`src/hw/uart_pkg.sv`:
```
// ==========================================================================
// uart shared types and constants
// ==========================================================================

package uart_pkg;

    // baud selection, s gives a tick every DIV_BASE * 2**(7-s) clocks
    typedef logic [2:0] baud_sel_t;

    localparam int OVERSAMPLE  = 16;               // ticks per bit
    localparam int TICK_W      = $clog2(OVERSAMPLE);
    localparam int SAMPLE_TICK = 8;                // bit value taken here
    localparam int DATA_BITS   = 8;
    localparam int FRAME_BITS  = 11;               // start, 8 data, parity, stop

    // result of one received frame
    typedef struct packed {
        logic [DATA_BITS-1:0] data;
        logic                 ferror;
        logic                 perror;
    } rx_frame_t;

    // status word seen from outside
    typedef struct packed {
        logic [DATA_BITS-1:0] rx_data;
        logic                 rx_ready;
        logic                 overrun;
        logic                 ferror_seen;
        logic                 perror_seen;
        logic                 tx_busy;
        logic                 frames_bad_any;  // any sticky error flag set
    } uart_status_t;

endpackage
```
`src/hw/uart_top.sv`:
```
// ==========================================================================
// uart top level
// ==========================================================================

module uart_top
    import uart_pkg::*;
#(
    parameter int DIV_BASE = 2
) (
    input  logic                 clk,
    input  logic                 reset,
    input  baud_sel_t            baud_sel,
    input  logic                 tx_start,
    input  logic [DATA_BITS-1:0] tx_data,
    input  logic                 rx_en,
    input  logic                 status_clear,
    input  logic                 rxd,
    output logic                 txd,
    output uart_status_t         status
);

    logic      tick;       // shared 16x oversampling tick
    logic      tx_busy;
    logic      rx_event;
    rx_frame_t rx_result;

    uart_baud_gen #(
        .DIV_BASE (DIV_BASE)
    ) uart_baud_gen_i (
        .clk      (clk),
        .reset    (reset),
        .baud_sel (baud_sel),
        .tick     (tick)
    );

    uart_transmitter uart_transmitter_i (
        .clk      (clk),
        .reset    (reset),
        .tick     (tick),
        .tx_start (tx_start),
        .tx_data  (tx_data),
        .txd      (txd),
        .tx_busy  (tx_busy)
    );

    uart_receiver uart_receiver_i (
        .clk       (clk),
        .reset     (reset),
        .tick      (tick),
        .rx_en     (rx_en),
        .rxd       (rxd),
        .rx_event  (rx_event),
        .rx_result (rx_result)
    );

    uart_status uart_status_i (
        .clk          (clk),
        .reset        (reset),
        .tx_busy      (tx_busy),
        .rx_event     (rx_event),
        .rx_result    (rx_result),
        .status_clear (status_clear),
        .status       (status)
    );

endmodule

```
`src/hw/uart_status.sv`:
```
// ==========================================================================
// uart status word
// ==========================================================================

module uart_status
    import uart_pkg::*;
(
    input  logic         clk,
    input  logic         reset,
    input  logic         tx_busy,
    input  logic         rx_event,
    input  rx_frame_t    rx_result,
    input  logic         status_clear,
    output uart_status_t status
);

    uart_status_t st_q;
    uart_status_t st_d;

    always_comb begin
        st_d         = st_q;
        st_d.tx_busy = tx_busy;
        if (rx_event) begin
            if (rx_result.ferror || rx_result.perror) begin
                // bad frame keeps the last good byte
                st_d.ferror_seen = st_q.ferror_seen | rx_result.ferror;
                st_d.perror_seen = st_q.perror_seen | rx_result.perror;
            end else begin
                st_d.rx_data  = rx_result.data;
                st_d.rx_ready = 1'b1;
                st_d.overrun  = st_q.overrun | st_q.rx_ready;  // previous byte unread
            end
        end
        // clear wins over a frame in the same cycle
        if (status_clear) begin
            st_d.rx_ready    = 1'b0;
            st_d.overrun     = 1'b0;
            st_d.ferror_seen = 1'b0;
            st_d.perror_seen = 1'b0;
        end
        st_d.frames_bad_any = st_d.ferror_seen | st_d.perror_seen;
    end

    always_ff @(posedge clk or posedge reset) begin
        if (reset) begin
            st_q <= '0;
        end else begin
            st_q <= st_d;
        end
    end

    assign status = st_q;

endmodule

```
`src/hw/uart_receiver.sv`:
```
// ==========================================================================
// uart receiver
// ==========================================================================

module uart_receiver
    import uart_pkg::*;
(
    input  logic      clk,
    input  logic      reset,
    input  logic      tick,
    input  logic      rx_en,
    input  logic      rxd,
    output logic      rx_event,
    output rx_frame_t rx_result
);

    typedef enum logic [2:0] {
        RX_IDLE,
        RX_START,
        RX_DATA,
        RX_PARITY,
        RX_STOP
    } rx_state_t;

    rx_state_t            state;
    logic [2:0]           rxd_sync;   // two sync flops and one of history
    logic [TICK_W-1:0]    tick_cnt;   // ticks seen so far in this bit
    logic [2:0]           bit_idx;
    logic                 bit_val;
    logic [DATA_BITS-1:0] data;
    logic                 ferror;
    logic                 perror;
    logic                 rxd_s;
    logic                 rxd_fall;
    logic                 sample_pt;
    logic                 check_pt;
    logic                 bit_end;

    assign rxd_s    = rxd_sync[1];
    assign rxd_fall = rxd_sync[2] & ~rxd_sync[1];

    // tick 8 samples, ticks 9, 11, 13 and 15 check stability, tick 16 ends the bit
    assign sample_pt = tick && (tick_cnt == TICK_W'(SAMPLE_TICK - 1));
    assign check_pt  = tick && (tick_cnt > TICK_W'(SAMPLE_TICK - 1)) && !tick_cnt[0];
    assign bit_end   = tick && (tick_cnt == TICK_W'(OVERSAMPLE - 1));

    assign rx_result = '{data: data, ferror: ferror, perror: perror};

    always_ff @(posedge clk or posedge reset) begin
        if (reset) begin
            rxd_sync <= '1;
        end else begin
            rxd_sync <= {rxd_sync[1:0], rxd};
        end
    end

    always_ff @(posedge clk or posedge reset) begin
        if (reset) begin
            state    <= RX_IDLE;
            tick_cnt <= '0;
            bit_idx  <= '0;
            rx_event <= 1'b0;
            ferror   <= 1'b0;
            perror   <= 1'b0;
        end else begin
            rx_event <= 1'b0;
            if (!rx_en) begin
                state <= RX_IDLE;
            end else if (state == RX_IDLE) begin
                if (rxd_fall) begin
                    state    <= RX_START;
                    tick_cnt <= '0;
                    bit_idx  <= '0;
                end
            end else if (tick) begin
                tick_cnt <= tick_cnt + 1'b1;
                if (sample_pt) begin
                    case (state)
                        RX_START: begin
                            if (rxd_s) state <= RX_IDLE;  // false start, no event
                        end
                        RX_PARITY: begin
                            if (rxd_s != ^data) begin     // even parity over data
                                state    <= RX_IDLE;
                                rx_event <= 1'b1;
                                ferror   <= 1'b0;
                                perror   <= 1'b1;
                            end
                        end
                        RX_STOP: begin
                            if (!rxd_s) begin
                                state    <= RX_IDLE;
                                rx_event <= 1'b1;
                                ferror   <= 1'b1;
                                perror   <= 1'b0;
                            end
                        end
                        default: ;
                    endcase
                end else if (check_pt && (rxd_s != bit_val)) begin
                    // value moved after the sample point
                    state    <= RX_IDLE;
                    rx_event <= 1'b1;
                    ferror   <= 1'b1;
                    perror   <= 1'b0;
                end else if (bit_end) begin
                    case (state)
                        RX_START:  state <= RX_DATA;
                        RX_DATA: begin
                            bit_idx <= bit_idx + 1'b1;
                            if (bit_idx == 3'(DATA_BITS - 1)) state <= RX_PARITY;
                        end
                        RX_PARITY: state <= RX_STOP;
                        RX_STOP: begin
                            state    <= RX_IDLE;
                            rx_event <= 1'b1;   // good frame
                            ferror   <= 1'b0;
                            perror   <= 1'b0;
                        end
                        default:   state <= RX_IDLE;
                    endcase
                end
            end
        end
    end

    // frame payload, cleared on each new start edge
    always_ff @(posedge clk) begin
        if (state == RX_IDLE && rxd_fall) begin
            data <= '0;
        end else if (state == RX_DATA && sample_pt) begin
            data[3'(DATA_BITS - 1) - bit_idx] <= rxd_s;  // msb arrives first
        end
        if (sample_pt) begin
            bit_val <= rxd_s;
        end
    end

    // the status block counts one frame per cycle of rx_event
    a_event_pulse: assert property (@(posedge clk) disable iff (reset) rx_event |=> !rx_event);

endmodule

```
`src/hw/uart_transmitter.sv`:
```
// ==========================================================================
// uart transmitter
// ==========================================================================

module uart_transmitter
    import uart_pkg::*;
(
    input  logic                 clk,
    input  logic                 reset,
    input  logic                 tick,
    input  logic                 tx_start,
    input  logic [DATA_BITS-1:0] tx_data,
    output logic                 txd,
    output logic                 tx_busy
);

    localparam int BIT_W = $clog2(FRAME_BITS);

    logic [FRAME_BITS-1:0] shreg;     // msb is on the line
    logic [TICK_W-1:0]     tick_cnt;
    logic [BIT_W-1:0]      bit_cnt;
    logic                  last_tick;

    assign txd       = shreg[FRAME_BITS-1];
    assign last_tick = (tick_cnt == TICK_W'(OVERSAMPLE - 1));

    always_ff @(posedge clk or posedge reset) begin
        if (reset) begin
            shreg    <= '1;           // idle line is high
            tx_busy  <= 1'b0;
            tick_cnt <= '0;
            bit_cnt  <= '0;
        end else if (!tx_busy) begin
            if (tx_start) begin
                // start, data msb first, even parity, stop
                shreg    <= {1'b0, tx_data, ^tx_data, 1'b1};
                tx_busy  <= 1'b1;
                tick_cnt <= '0;
                bit_cnt  <= '0;
            end
        end else if (tick) begin
            tick_cnt <= tick_cnt + 1'b1;  // wraps after 16
            if (last_tick) begin
                shreg <= {shreg[FRAME_BITS-2:0], 1'b1};
                if (bit_cnt == BIT_W'(FRAME_BITS - 1)) begin
                    tx_busy <= 1'b0;       // stop bit done
                end else begin
                    bit_cnt <= bit_cnt + 1'b1;
                end
            end
        end
    end

    // the line must be back at idle once the frame is over
    a_idle_high: assert property (@(posedge clk) disable iff (reset) !tx_busy |-> txd);

endmodule

```
`src/hw/uart_baud_gen.sv`:
```
// ==========================================================================
// baud tick generator
// ==========================================================================

module uart_baud_gen
    import uart_pkg::*;
#(
    parameter int DIV_BASE = 2  // at least 2
) (
    input  logic      clk,
    input  logic      reset,
    input  baud_sel_t baud_sel,
    output logic      tick
);

    localparam int MAX_DIV = DIV_BASE << 7;
    localparam int CNT_W   = $clog2(MAX_DIV);

    logic [31:0]      divisor;
    logic [CNT_W-1:0] cnt;
    logic             running;
    baud_sel_t        sel_q;
    logic             reload;

    assign divisor = 32'(DIV_BASE) << (3'd7 - baud_sel);

    // first cycle after reset, or a new selection, restarts the period
    assign reload = !running || (baud_sel != sel_q);

    always_ff @(posedge clk or posedge reset) begin
        if (reset) begin
            cnt     <= '0;
            tick    <= 1'b0;
            running <= 1'b0;
            sel_q   <= '0;
        end else begin
            running <= 1'b1;
            sel_q   <= baud_sel;
            if (reload) begin
                cnt  <= CNT_W'(divisor - 32'd2);  // this cycle already counts
                tick <= 1'b0;
            end else if (cnt == '0) begin
                cnt  <= CNT_W'(divisor - 32'd1);
                tick <= 1'b1;
            end else begin
                cnt  <= cnt - 1'b1;
                tick <= 1'b0;
            end
        end
    end

    // tx and rx count ticks, a stretched pulse would count twice
    a_tick_single: assert property (@(posedge clk) disable iff (reset) tick |=> !tick);

endmodule

```
`config.mk`:
```
export PLATFORM = sky130hd
export DESIGN_NAME = uart_top
export DESIGN_NICKNAME = d
export VERILOG_FILES = /design/src/hw/uart_pkg.sv /design/src/hw/uart_top.sv /design/src/hw/uart_status.sv /design/src/hw/uart_receiver.sv /design/src/hw/uart_transmitter.sv /design/src/hw/uart_baud_gen.sv
export SDC_FILE = /design/constraint.sdc
export NUM_CORES = 1
export LEC_CHECK = 0
export ABC_AREA = 1
export BUFFER_PORTS_ARGS = -buffer_cell sky130_fd_sc_hd__buf_2
export CORE_ASPECT_RATIO = 1.5
export CORE_MARGIN = 2
export CORE_UTILIZATION = 55
export DETAILED_ROUTE_END_ITERATION = 10
export GPL_ROUTABILITY_DRIVEN = 0
export HOLD_SLACK_MARGIN = 0.06
export PLACE_DENSITY = 0.79
export SLEW_MARGIN = 20
export SYNTH_ARGS = -nofsm -noshare
export SYNTH_HDL_FRONTEND = slang
export SYNTH_SLANG_ARGS = --single-unit
```
`constraint.sdc`:
```
create_clock -name clk -period 2 [get_ports clk]
set_input_delay 0.1 -clock clk [delete_from_list [all_inputs] [get_ports clk]]
set_output_delay 0.1 -clock clk [all_outputs]
set_load 0.05 [all_outputs]
```
== Yosys cells after proc, flatten, opt, wreduce, memory -nomap -nowiden ==
Cells that the tools add are included.
Operators by class
  muxes and demuxes: 72
  reduce and logical (&&, ||, !) cells: 32
  shift operators: 1
  equality and inequality tests: 30
  $add $sub $neg: 9
  order comparisons: 3
  bitwise gates (word level): 8
Operators by type and width (count)
  $mux 3: 18
  $mux 4: 12
  $mux 11: 4
  $mux 1: 27
  $pmux 3 s3: 2
  $mux 8: 2
  $reduce_and 8->1: 2
  $reduce_xor 8->1: 2
  $sub 8x1->8 const B: 2
  $add 4x1->4 const B: 3
  $eq 4x4->1 const B: 3
  $ne 2x2->1 const B: 5
  $ne 5x5->1 const B: 2
  $reduce_bool 2->1: 5
  $ne 3x3->1 const B: 3
  $bwmux 8: 1
  $logic_and 1x1->1: 8
  $logic_not 8->1: 1
  $shl 2x3->8 const A: 1
  $sub 8x2->8 const B: 1
  $reduce_and 7->1: 1
  $eq 3x2->1 const B: 2
  $eq 3x3->1 const B: 2
  $ne 6x2->1 const B: 1
  28 further kinds: 45
Storage, ports and cells
  bits in registers: 72
  output and inout port bits: 15
  word-level logic and storage cells: 179

== Logic depth before layout (Yosys ltp) ==
Gate-level depths: netlist of the first run.
  depth after elaboration: 9
  gate-level depth with buffers: 12

== By module ==
Synthesis of the first run repeated with hierarchy kept, for this count alone.
Unflattened totals
  cell total of the unflattened synthesis: 524
  area total of the unflattened synthesis: 4070.2 um^2
By module, submodules not included
  uart_receiver: times used 1, area each 1491.4 um^2, cells each 200
  uart_transmitter: times used 1, area each 1199.9 um^2, cells each 152
  uart_baud_gen: times used 1, area each 842.1 um^2, cells each 120
  uart_status: times used 1, area each 536.8 um^2, cells each 52

== Worst setup path before layout of the first run ==
OpenSTA, ideal clock, no wires.
  path type: register to register
  start: register uart_receiver_i.tick_cnt[0]
  end: register uart_receiver_i.state[1]
  setup slack: 0.430 ns
  cell stages (with the launch flop): 11
  data arrival time: 1.454 ns
  period minus slack after synthesis: 1.570 ns
  required time: 1.883 ns
  buffers on the path: 0
  path through: dfrtp_1 -> ha_1 -> nand3_2 -> nor2_4 -> inv_4 -> nand4_1 -> nand3_1 -> nor2_2 -> nand2_2 -> nand2_1 -> nand2_1
Between the ends
  elaborated cells between the ends (all ways): 21
  those cells by class: order compare: 1; eq/ne: 8; mux: 5; reduce/logical: 7
RTL lines
  from (decl): line uart_receiver.sv:27  | logic [TICK_W-1:0] tick_cnt;
  from (signal assigned): line uart_receiver.sv:76  | tick_cnt <= tick_cnt + 1'b1;
  $eq 4x3->1 *: line uart_receiver.sv:43  | assign sample_pt = tick && (tick_cnt == TICK_W'(SAMPLE_TICK - 1));
  $logic_and 1x1->1 *: line uart_receiver.sv:43
  named net uart_receiver_i.sample_pt: line uart_receiver.sv:35  | logic sample_pt;
  $mux 3: line uart_receiver.sv:77  | if (sample_pt) begin
  $mux 3: line uart_receiver.sv:75  | end else if (tick) begin
  $mux 3: line uart_receiver.sv:69  | end else if (state == RX_IDLE) begin
  $mux 3: line uart_receiver.sv:67  | if (!rx_en) begin
  to (signal assigned): line uart_receiver.sv:68  | state <= RX_IDLE;
  to (signal assigned): line uart_receiver.sv:71  | state <= RX_START;
  to (signal assigned): line uart_receiver.sv:80  | if (rxd_s) state <= RX_IDLE;
  to (decl): line uart_receiver.sv:25  | rx_state_t state;
Mark *: on every way through the listed nets, which the timed path passes. The rest lies on a longest branch. The select of a mux whose other input is x is not followed.
A chain may end at the register's enable or synchronous reset.

== Worst setup path in the final report of the first run ==
  start: register uart_receiver_i.tick_cnt[0]
  end: register uart_receiver_i.state[0]
The elaborated chain is that of the path after synthesis.

==> impl_metrics.ini, run 1 <==
[run_status]
status = finished clean

[timing]
hold_violations = 0
worst_margin_slew_ps = 565
rsz_0062_raised_after_global_routing = no
finalSetupViolations = 0
fin_tns_setup_ps = 0
timing.slew.headroom_pct = 62.3
fmaxAchievable_mhz = 563
fin_skew_ps = 7.57
maxSlewViolCount = 0
timing.hold.ws_ps = 205
period_utilization_pct = 88.8
final_period_minus_worst_setup_slack_ps = 1780

[critical_path]
critPathArrivalTime_ps = 2020
critPathKind = register to register
setup.worst_path.start_class = register
timing.critical_path.fanout_max = 6
worstPathRequired_ps = 2250
crit_path_end_kind = register

[logic_synthesis]
synth-edff-count = 1
register_bit_count_reported_by_yosys = 71
yosysSeqAreaShare_pct = 46.2
yosys_warnings = 0
synth_top_cell_by_area = sky130_fd_sc_hd__dfrtp_1
synth.distinct_cells = 43
average_cell_area_after_synthesis_um2 = 8.41
synthTopCellsByArea = sky130_fd_sc_hd__dfrtp_1, sky130_fd_sc_hd__nand2_1, sky130_fd_sc_hd__dfstp_2
netlist_area_mm2 = 0.00380
asyncSetResetFlopFracSynth_pct = 87.3
postSynthNetCount = 477
cell_count_after_synthesis = 452
dominantRegCellSynth = sky130_fd_sc_hd__dfrtp_1
yosysTopAreaCellShare_pct = 32.2

[global_routing]
grt_pass1_vias = 3078
grt_first_pass_wirelength_mm = 13.0
gr-usage-all-layers_pct = 21.7
grt_antenna_before_repair = 1
grt_remaining_overflow = 0
pin_count_of_the_biggest_net_entering_global_routing = 37

[drt]
detailroute.wirelength.met2_mm = 4.09
top_layer = met4
first_pass_iters = 4
detail_route.wl_per_cell_um = 12.6
via_count = 3133
detail_route.wirelength.met1_mm = 2.98
dr.first_iter.drc_count = 165
final_antenna_net_count = 0
detail_route.wirelength_mm = 7.46
vias_per_cell = 5.28
dr_wl_met3_um = 284
drc = 0

[placement]
place.port_buffers = 31
place.detailed.hpwl_mm = 5.59

[clock_network]
cts.path.max_buffers = 2
tritoncts = yes
cts_root_buffer = sky130_fd_sc_hd__clkbuf_8
cts_buffers = 9
cts-htree-levels = 3
clk_pin_slew_worst_paths_ps = 70
tritoncts_num_sinks = 71
clk-insertion-delay-late_ps = 350

[hold_path]
hold_path.class = input port to register

[final_layout]
fillers = 535
drive_gt1_share_pct = 22.2
multi_input_area_mm2 = 0.00182
layout-area-overhead-vs-synth_pct = 16.6
area.sequential_mm2 = 0.00176
final_net_count = 534
postLayoutCoreUtil_pct = 65.6

[pwr]
ir_worst_vdd_uv = 625
total_leakage_power_nw = 2.13
power_density_mw_per_mm2 = 798
finalPower_mw = 3.54

[die]
core.rowCount = 37
ios = 32
die_y_um = 106
design.die.area_mm2 = 0.00761
start_util_pct = 56.3
x_dimension_of_the_die_um = 71.9
core-area_mm2 = 0.00676

[job]
maxCapViolCount = 0
-- critical path, cell delays in order, from the launching register on --
cell	delay [ps]
sky130_fd_sc_hd__dfrtp_1	460
sky130_fd_sc_hd__ha_1	220
sky130_fd_sc_hd__nand3_2	130
sky130_fd_sc_hd__nor2_4	170
sky130_fd_sc_hd__inv_4	90
sky130_fd_sc_hd__nand4_1	100
sky130_fd_sc_hd__nand3_1	100
sky130_fd_sc_hd__nor2_2	180
sky130_fd_sc_hd__nand2_2	100
sky130_fd_sc_hd__nand2_1	60
sky130_fd_sc_hd__nand2_1	40
-- metal layers --
| layer | vias up | track usage, % |
|---|---|---|
| met4 | 0 | 7.95 |
| met1 | 1471 | 22.8 |
| met5 | - | 0 |
| met2 | 57 | 40.1 |
| li1 | 1594 | - |
| met3 | 11 | 6.02 |
-- worst paths after layout --
check | from | to | slack, ps | cells after the start
setup / recovery | uart_receiver_i.tick_cnt[0] | uart_receiver_i.state[0] | 220 | 10
min in group asynchronous | reset | uart_status_i.status[8] | 340 | 3
hold reg to reg | uart_receiver_i.rxd_sync[0] | uart_receiver_i.rxd_sync[1] | 360 | 0
hold / removal | rx_en | uart_receiver_i.state[0] | 210 | 5
max in group asynchronous | reset | uart_receiver_i.rxd_sync[0] | 1000 | 4
setup reg to reg | uart_receiver_i.tick_cnt[0] | uart_receiver_i.state[0] | 220 | 10
-- per-stage QoR --
step                      cell area [um^2]  setup slack (ps)  cells
after detailed placement              4070               220    561
after global placement                4070               256    561
after floorplan                       3800               380    452
after global routing                  4430              46.8    592
after CTS                             4430               209    592
final                                 4430               225    593
-- cells in the final DEF (no fill, tap or decap), types with 11 or more instances in the layout --
cell type                         n
sky130_fd_sc_hd__nand2_1        109
sky130_fd_sc_hd__clkbuf_8        11
sky130_fd_sc_hd__o21ai_0         20
sky130_fd_sc_hd__a21oi_1         16
sky130_fd_sc_hd__dfrtp_1         49
sky130_fd_sc_hd__inv_1           38
sky130_fd_sc_hd__dlygate4sd3_1   15
sky130_fd_sc_hd__nor2_1          46
sky130_fd_sc_hd__buf_2           31
sky130_fd_sc_hd__dfstp_2         13
sky130_fd_sc_hd__nand3_1         23
-- layout make-up --
type	count	area share, %
clock buffer	11	3.41
inverter	51	4.49
multi-input combinational	326	41.1
antenna	1	0.0564
timing repair buffer	50	7.84
sequential	71	39.6
tap	78	2.20
clock inverter	5	1.27
-- power by group --
| part | internal, mW | switching (mW) | leakage [nW] |
|---|---|---|---|
| Clock | 0.641 | 0.531 | 0.105 |
| Combinational | 0.231 | 0.446 | 1.18 |
| Sequential | 1.57 | 0.115 | 0.844 |
-- flip-flops by register name (all words and copies together) (netlist names), 3 cells and up --
| name | flops |
|---|---|
| uart_status_i.status | 14 |
| uart_transmitter_i.shreg | 10 |
| uart_baud_gen_i.cnt | 8 |
| uart_receiver_i.data | 8 |
| uart_receiver_i.tick_cnt | 4 |
| uart_transmitter_i.bit_cnt | 4 |
| uart_transmitter_i.tick_cnt | 4 |
| uart_baud_gen_i.sel_q | 3 |
| uart_receiver_i.bit_idx | 3 |
| uart_receiver_i.rxd_sync | 3 |
| uart_receiver_i.state | 3 |
-- cells by family (layout without fill, tap and decap cells) --
family / after synthesis / in the layout / synth area share, %
fa+ha+maj: 8 / 8 / 2.63
flops: 71 / 71 / 46.2
xor+xnor: 20 / 20 / 4.61
buf+inv: 55 / 117 / 5.86
compound gates: 66 / 66 / 10.0
simple gates: 231 / 231 / 30.5
other cells: 1 / 2 / 0.0986
-- cell usage after synthesis (3+ instances only) --
master                     number
sky130_fd_sc_hd__xor2_1        10
sky130_fd_sc_hd__inv_4          3
sky130_fd_sc_hd__a21oi_1       16
sky130_fd_sc_hd__nand4_1        9
sky130_fd_sc_hd__dfxtp_1        8
sky130_fd_sc_hd__nor3_1         6
sky130_fd_sc_hd__dfrtp_1       49
sky130_fd_sc_hd__dfstp_2       13
sky130_fd_sc_hd__o21ai_0       20
sky130_fd_sc_hd__nor2_1        46
sky130_fd_sc_hd__nand2_1      109
sky130_fd_sc_hd__nor2_8         3
sky130_fd_sc_hd__nor3_2         4
sky130_fd_sc_hd__nand2_2       10
sky130_fd_sc_hd__o21ai_1        7
sky130_fd_sc_hd__nor2_2         6
sky130_fd_sc_hd__a211oi_1       4
sky130_fd_sc_hd__a31oi_1       10
sky130_fd_sc_hd__nor2_4         6
sky130_fd_sc_hd__xnor2_1       10
sky130_fd_sc_hd__nand3_1       23
sky130_fd_sc_hd__inv_1         39
sky130_fd_sc_hd__inv_2          9
sky130_fd_sc_hd__ha_1           8
-- timing repair --
action	CTS	global route
gates resized for setup	0	0
endpoints found under the hold margin	42	0
hold buffers	15	0
setup buffers	0	0
Power figures use the tool's default switching activity.
==> run 2: changes to the inputs <==
--- a/config.mk
+++ b/config.mk
@@ -10,9 +10,11 @@
 export CORE_ASPECT_RATIO = 1.5
 export CORE_MARGIN = 2
 export CORE_UTILIZATION = 55
+export CTS_CLUSTER_SIZE = 10
 export DETAILED_ROUTE_END_ITERATION = 10
 export GPL_ROUTABILITY_DRIVEN = 0
 export HOLD_SLACK_MARGIN = 0.06
+export MAX_ROUTING_LAYER = met4
 export PLACE_DENSITY = 0.79
 export SLEW_MARGIN = 20
 export SYNTH_ARGS = -nofsm -noshare
==> run 2 against run 1 <==
Register-to-register slack about the same; design area unchanged; sequential share of layout area unchanged; die area unchanged.
==> impl_metrics.ini, run 2 (synthesis results as in run 1) <==
[hold_path]
min_path_cells = 5
hold_path.class = input port to register
hold_path_end = uart_receiver_i.state[0]
hp-start = rx_en

[timing]
worst_slack_ps = 226
maxSlewViolCount = 0
rsz_0062_raised_after_global_routing = no
finalSetupViolations = 0
final_period_minus_worst_setup_slack_ps = 1770
fin_skew_ps = 9.18
period_utilization_pct = 88.7
hold_violations = 0
fin_tns_setup_ps = 0
fmaxAchievable_mhz = 564
worst_margin_slew_ps = 564
timing.slew.headroom_pct = 62.3

[die]
design.die.area_mm2 = 0.00761
core.rowCount = 37
start_util_pct = 56.3
x_dimension_of_the_die_um = 71.9
die_y_um = 106
core-area_mm2 = 0.00676
ios = 32

[drt]
final_antenna_net_count = 0
via_count = 3148
vias_per_cell = 5.31
detail_route.wirelength_mm = 7.48
dr.first_iter.drc_count = 158
first_pass_iters = 4
drc = 0
detail_route.wl_per_cell_um = 12.6

[final_layout]
mostFrequentLayoutCells = sky130_fd_sc_hd__nand2_1, sky130_fd_sc_hd__dfrtp_1, sky130_fd_sc_hd__nor2_1
final_net_count = 534
layout.cells.most_common = sky130_fd_sc_hd__nand2_1
layout.cell_area.non_filler_mm2 = 0.00443
postLayoutCoreUtil_pct = 65.6
fillers = 539
drive_gt1_share_pct = 22.2
layout-area-overhead-vs-synth_pct = 16.6
largest_reg_flops = 14

[critical_path]
critPathKind = register to register
worst_r2r_endpoint = uart_receiver_i.state[0]
timing.critical_path.fanout_max = 6
r2r_slack_ps = 230
critical-path-max-stage-delay_ps = 460
crit_path_frequent_cell = sky130_fd_sc_hd__nand2_1
critical_path.top_delay_family = simple AND/OR/NAND/NOR gates
rr_worst_depth = 10
crit_path_end_kind = register
critPathArrivalTime_ps = 2020
worst_r2r_startpoint = uart_receiver_i.tick_cnt[0]
timing.critical_path.buf_inv = 1
worstPathCellList = ha_1, nand3_2, nor2_4, inv_4, nand4_1, nand3_1, nor2_2, nand2_2, nand2_1, nand2_1
cp_slowest_cell = sky130_fd_sc_hd__dfrtp_1
worstPathRequired_ps = 2250
setup.worst_path.start_class = register

[clock_network]
cts_root_buffer = sky130_fd_sc_hd__clkbuf_8
cts.repair.resized = 0
tritoncts = yes
cts.path.max_buffers = 2
clk-insertion-delay-late_ps = 360
clk_pin_slew_worst_paths_ps = 70
post-cts-setup-buffer-count = 0
cts-htree-levels = 3
cts_hold_buf = 15
tritoncts_num_sinks = 71
cts_buffers = 9

[pwr]
total_leakage_power_nw = 2.13
power_density_mw_per_mm2 = 799
ir_worst_vdd_uv = 625

[placement]
place.port_buffers = 31
place.detailed.hpwl_mm = 5.59
preCtsSetupSlack_ps = 220
placed_area_mm2 = 0.00407

[run_status]
status = finished clean

[job]
maxCapViolCount = 0

[global_routing]
grt_antenna_before_repair = 1
grt_remaining_overflow = 0
grt_first_pass_wirelength_mm = 13.0
pin_count_of_the_biggest_net_entering_global_routing = 37
gr-usage-all-layers_pct = 22.3
grt_pass1_vias = 3080
-- run 2: cell counts in the layout (fill, tap and decap cells not counted) --
No cell type changed its count.
-- run 2: worst register-to-register path, delay by kind of cell, from the launching register on --
kind,cells,cell delay [ps]
AND/OR/NAND/NOR,8,900
buffers and inverters,1,90
flip-flops,1,460
adder cells (fa/ha/maj),1,230
-- run 2: cell type report --
type / instances / area, um^2 / share of cell area (%)
multi-input combinational: 326 / 1820 / 41.1
tap: 78 / 97.6 / 2.20
timing repair buffer: 50 / 348 / 7.84
clock buffer: 11 / 151 / 3.41
antenna: 1 / 2.50 / 0.0564
clock inverter: 5 / 56.3 / 1.27
inverter: 51 / 199 / 4.49
sequential: 71 / 1760 / 39.6
-- run 2: where the power goes --
group	leakage, nW	internal (mW)	switching, mW	total, mW
registers	0.844	1.57	0.115	1.69
logic	1.18	0.231	0.446	0.677
clock network	0.105	0.641	0.535	1.18
total	2.13	2.45	1.10	3.54
-- run 2: per-stage QoR --
step           hold slack, ps  cells  total power [mW]
2_1_floorplan             104    452              2.21
3_3_place_gp              183    561              2.34
3_5_place_dp              185    561              2.37
4_1_cts                   199    592              3.57
5_1_grt                   265    593              3.73
6_report                  208    593              3.54
-- run 2: worst max-delay path by stage --
stage | startpoint | end | slack, ps | cells past startpoint
2_1_floorplan | reset | uart_baud_gen_i.cnt[0] | 380 | 1
3_3_place_gp | uart_receiver_i.rxd_sync[1] | uart_receiver_i.state[2] | 260 | 10
3_5_place_dp | uart_receiver_i.rxd_sync[1] | uart_receiver_i.state[0] | 220 | 10
4_1_cts | uart_receiver_i.tick_cnt[0] | uart_receiver_i.state[0] | 210 | 10
5_1_grt | uart_receiver_i.tick_cnt[0] | uart_receiver_i.state[0] | 50 | 10
6_report | uart_receiver_i.tick_cnt[0] | uart_receiver_i.state[0] | 230 | 10
-- run 2: per-layer routing --
layer / up-vias / global-route usage, % / wire length [um]
met2: 54 / 40.1 / 4080
li1: 1593 / - / -
met1: 1488 / 22.8 / 3000
met3: 13 / 6.02 / 275
met5: - / - / 0
met4: 0 / 7.95 / 130
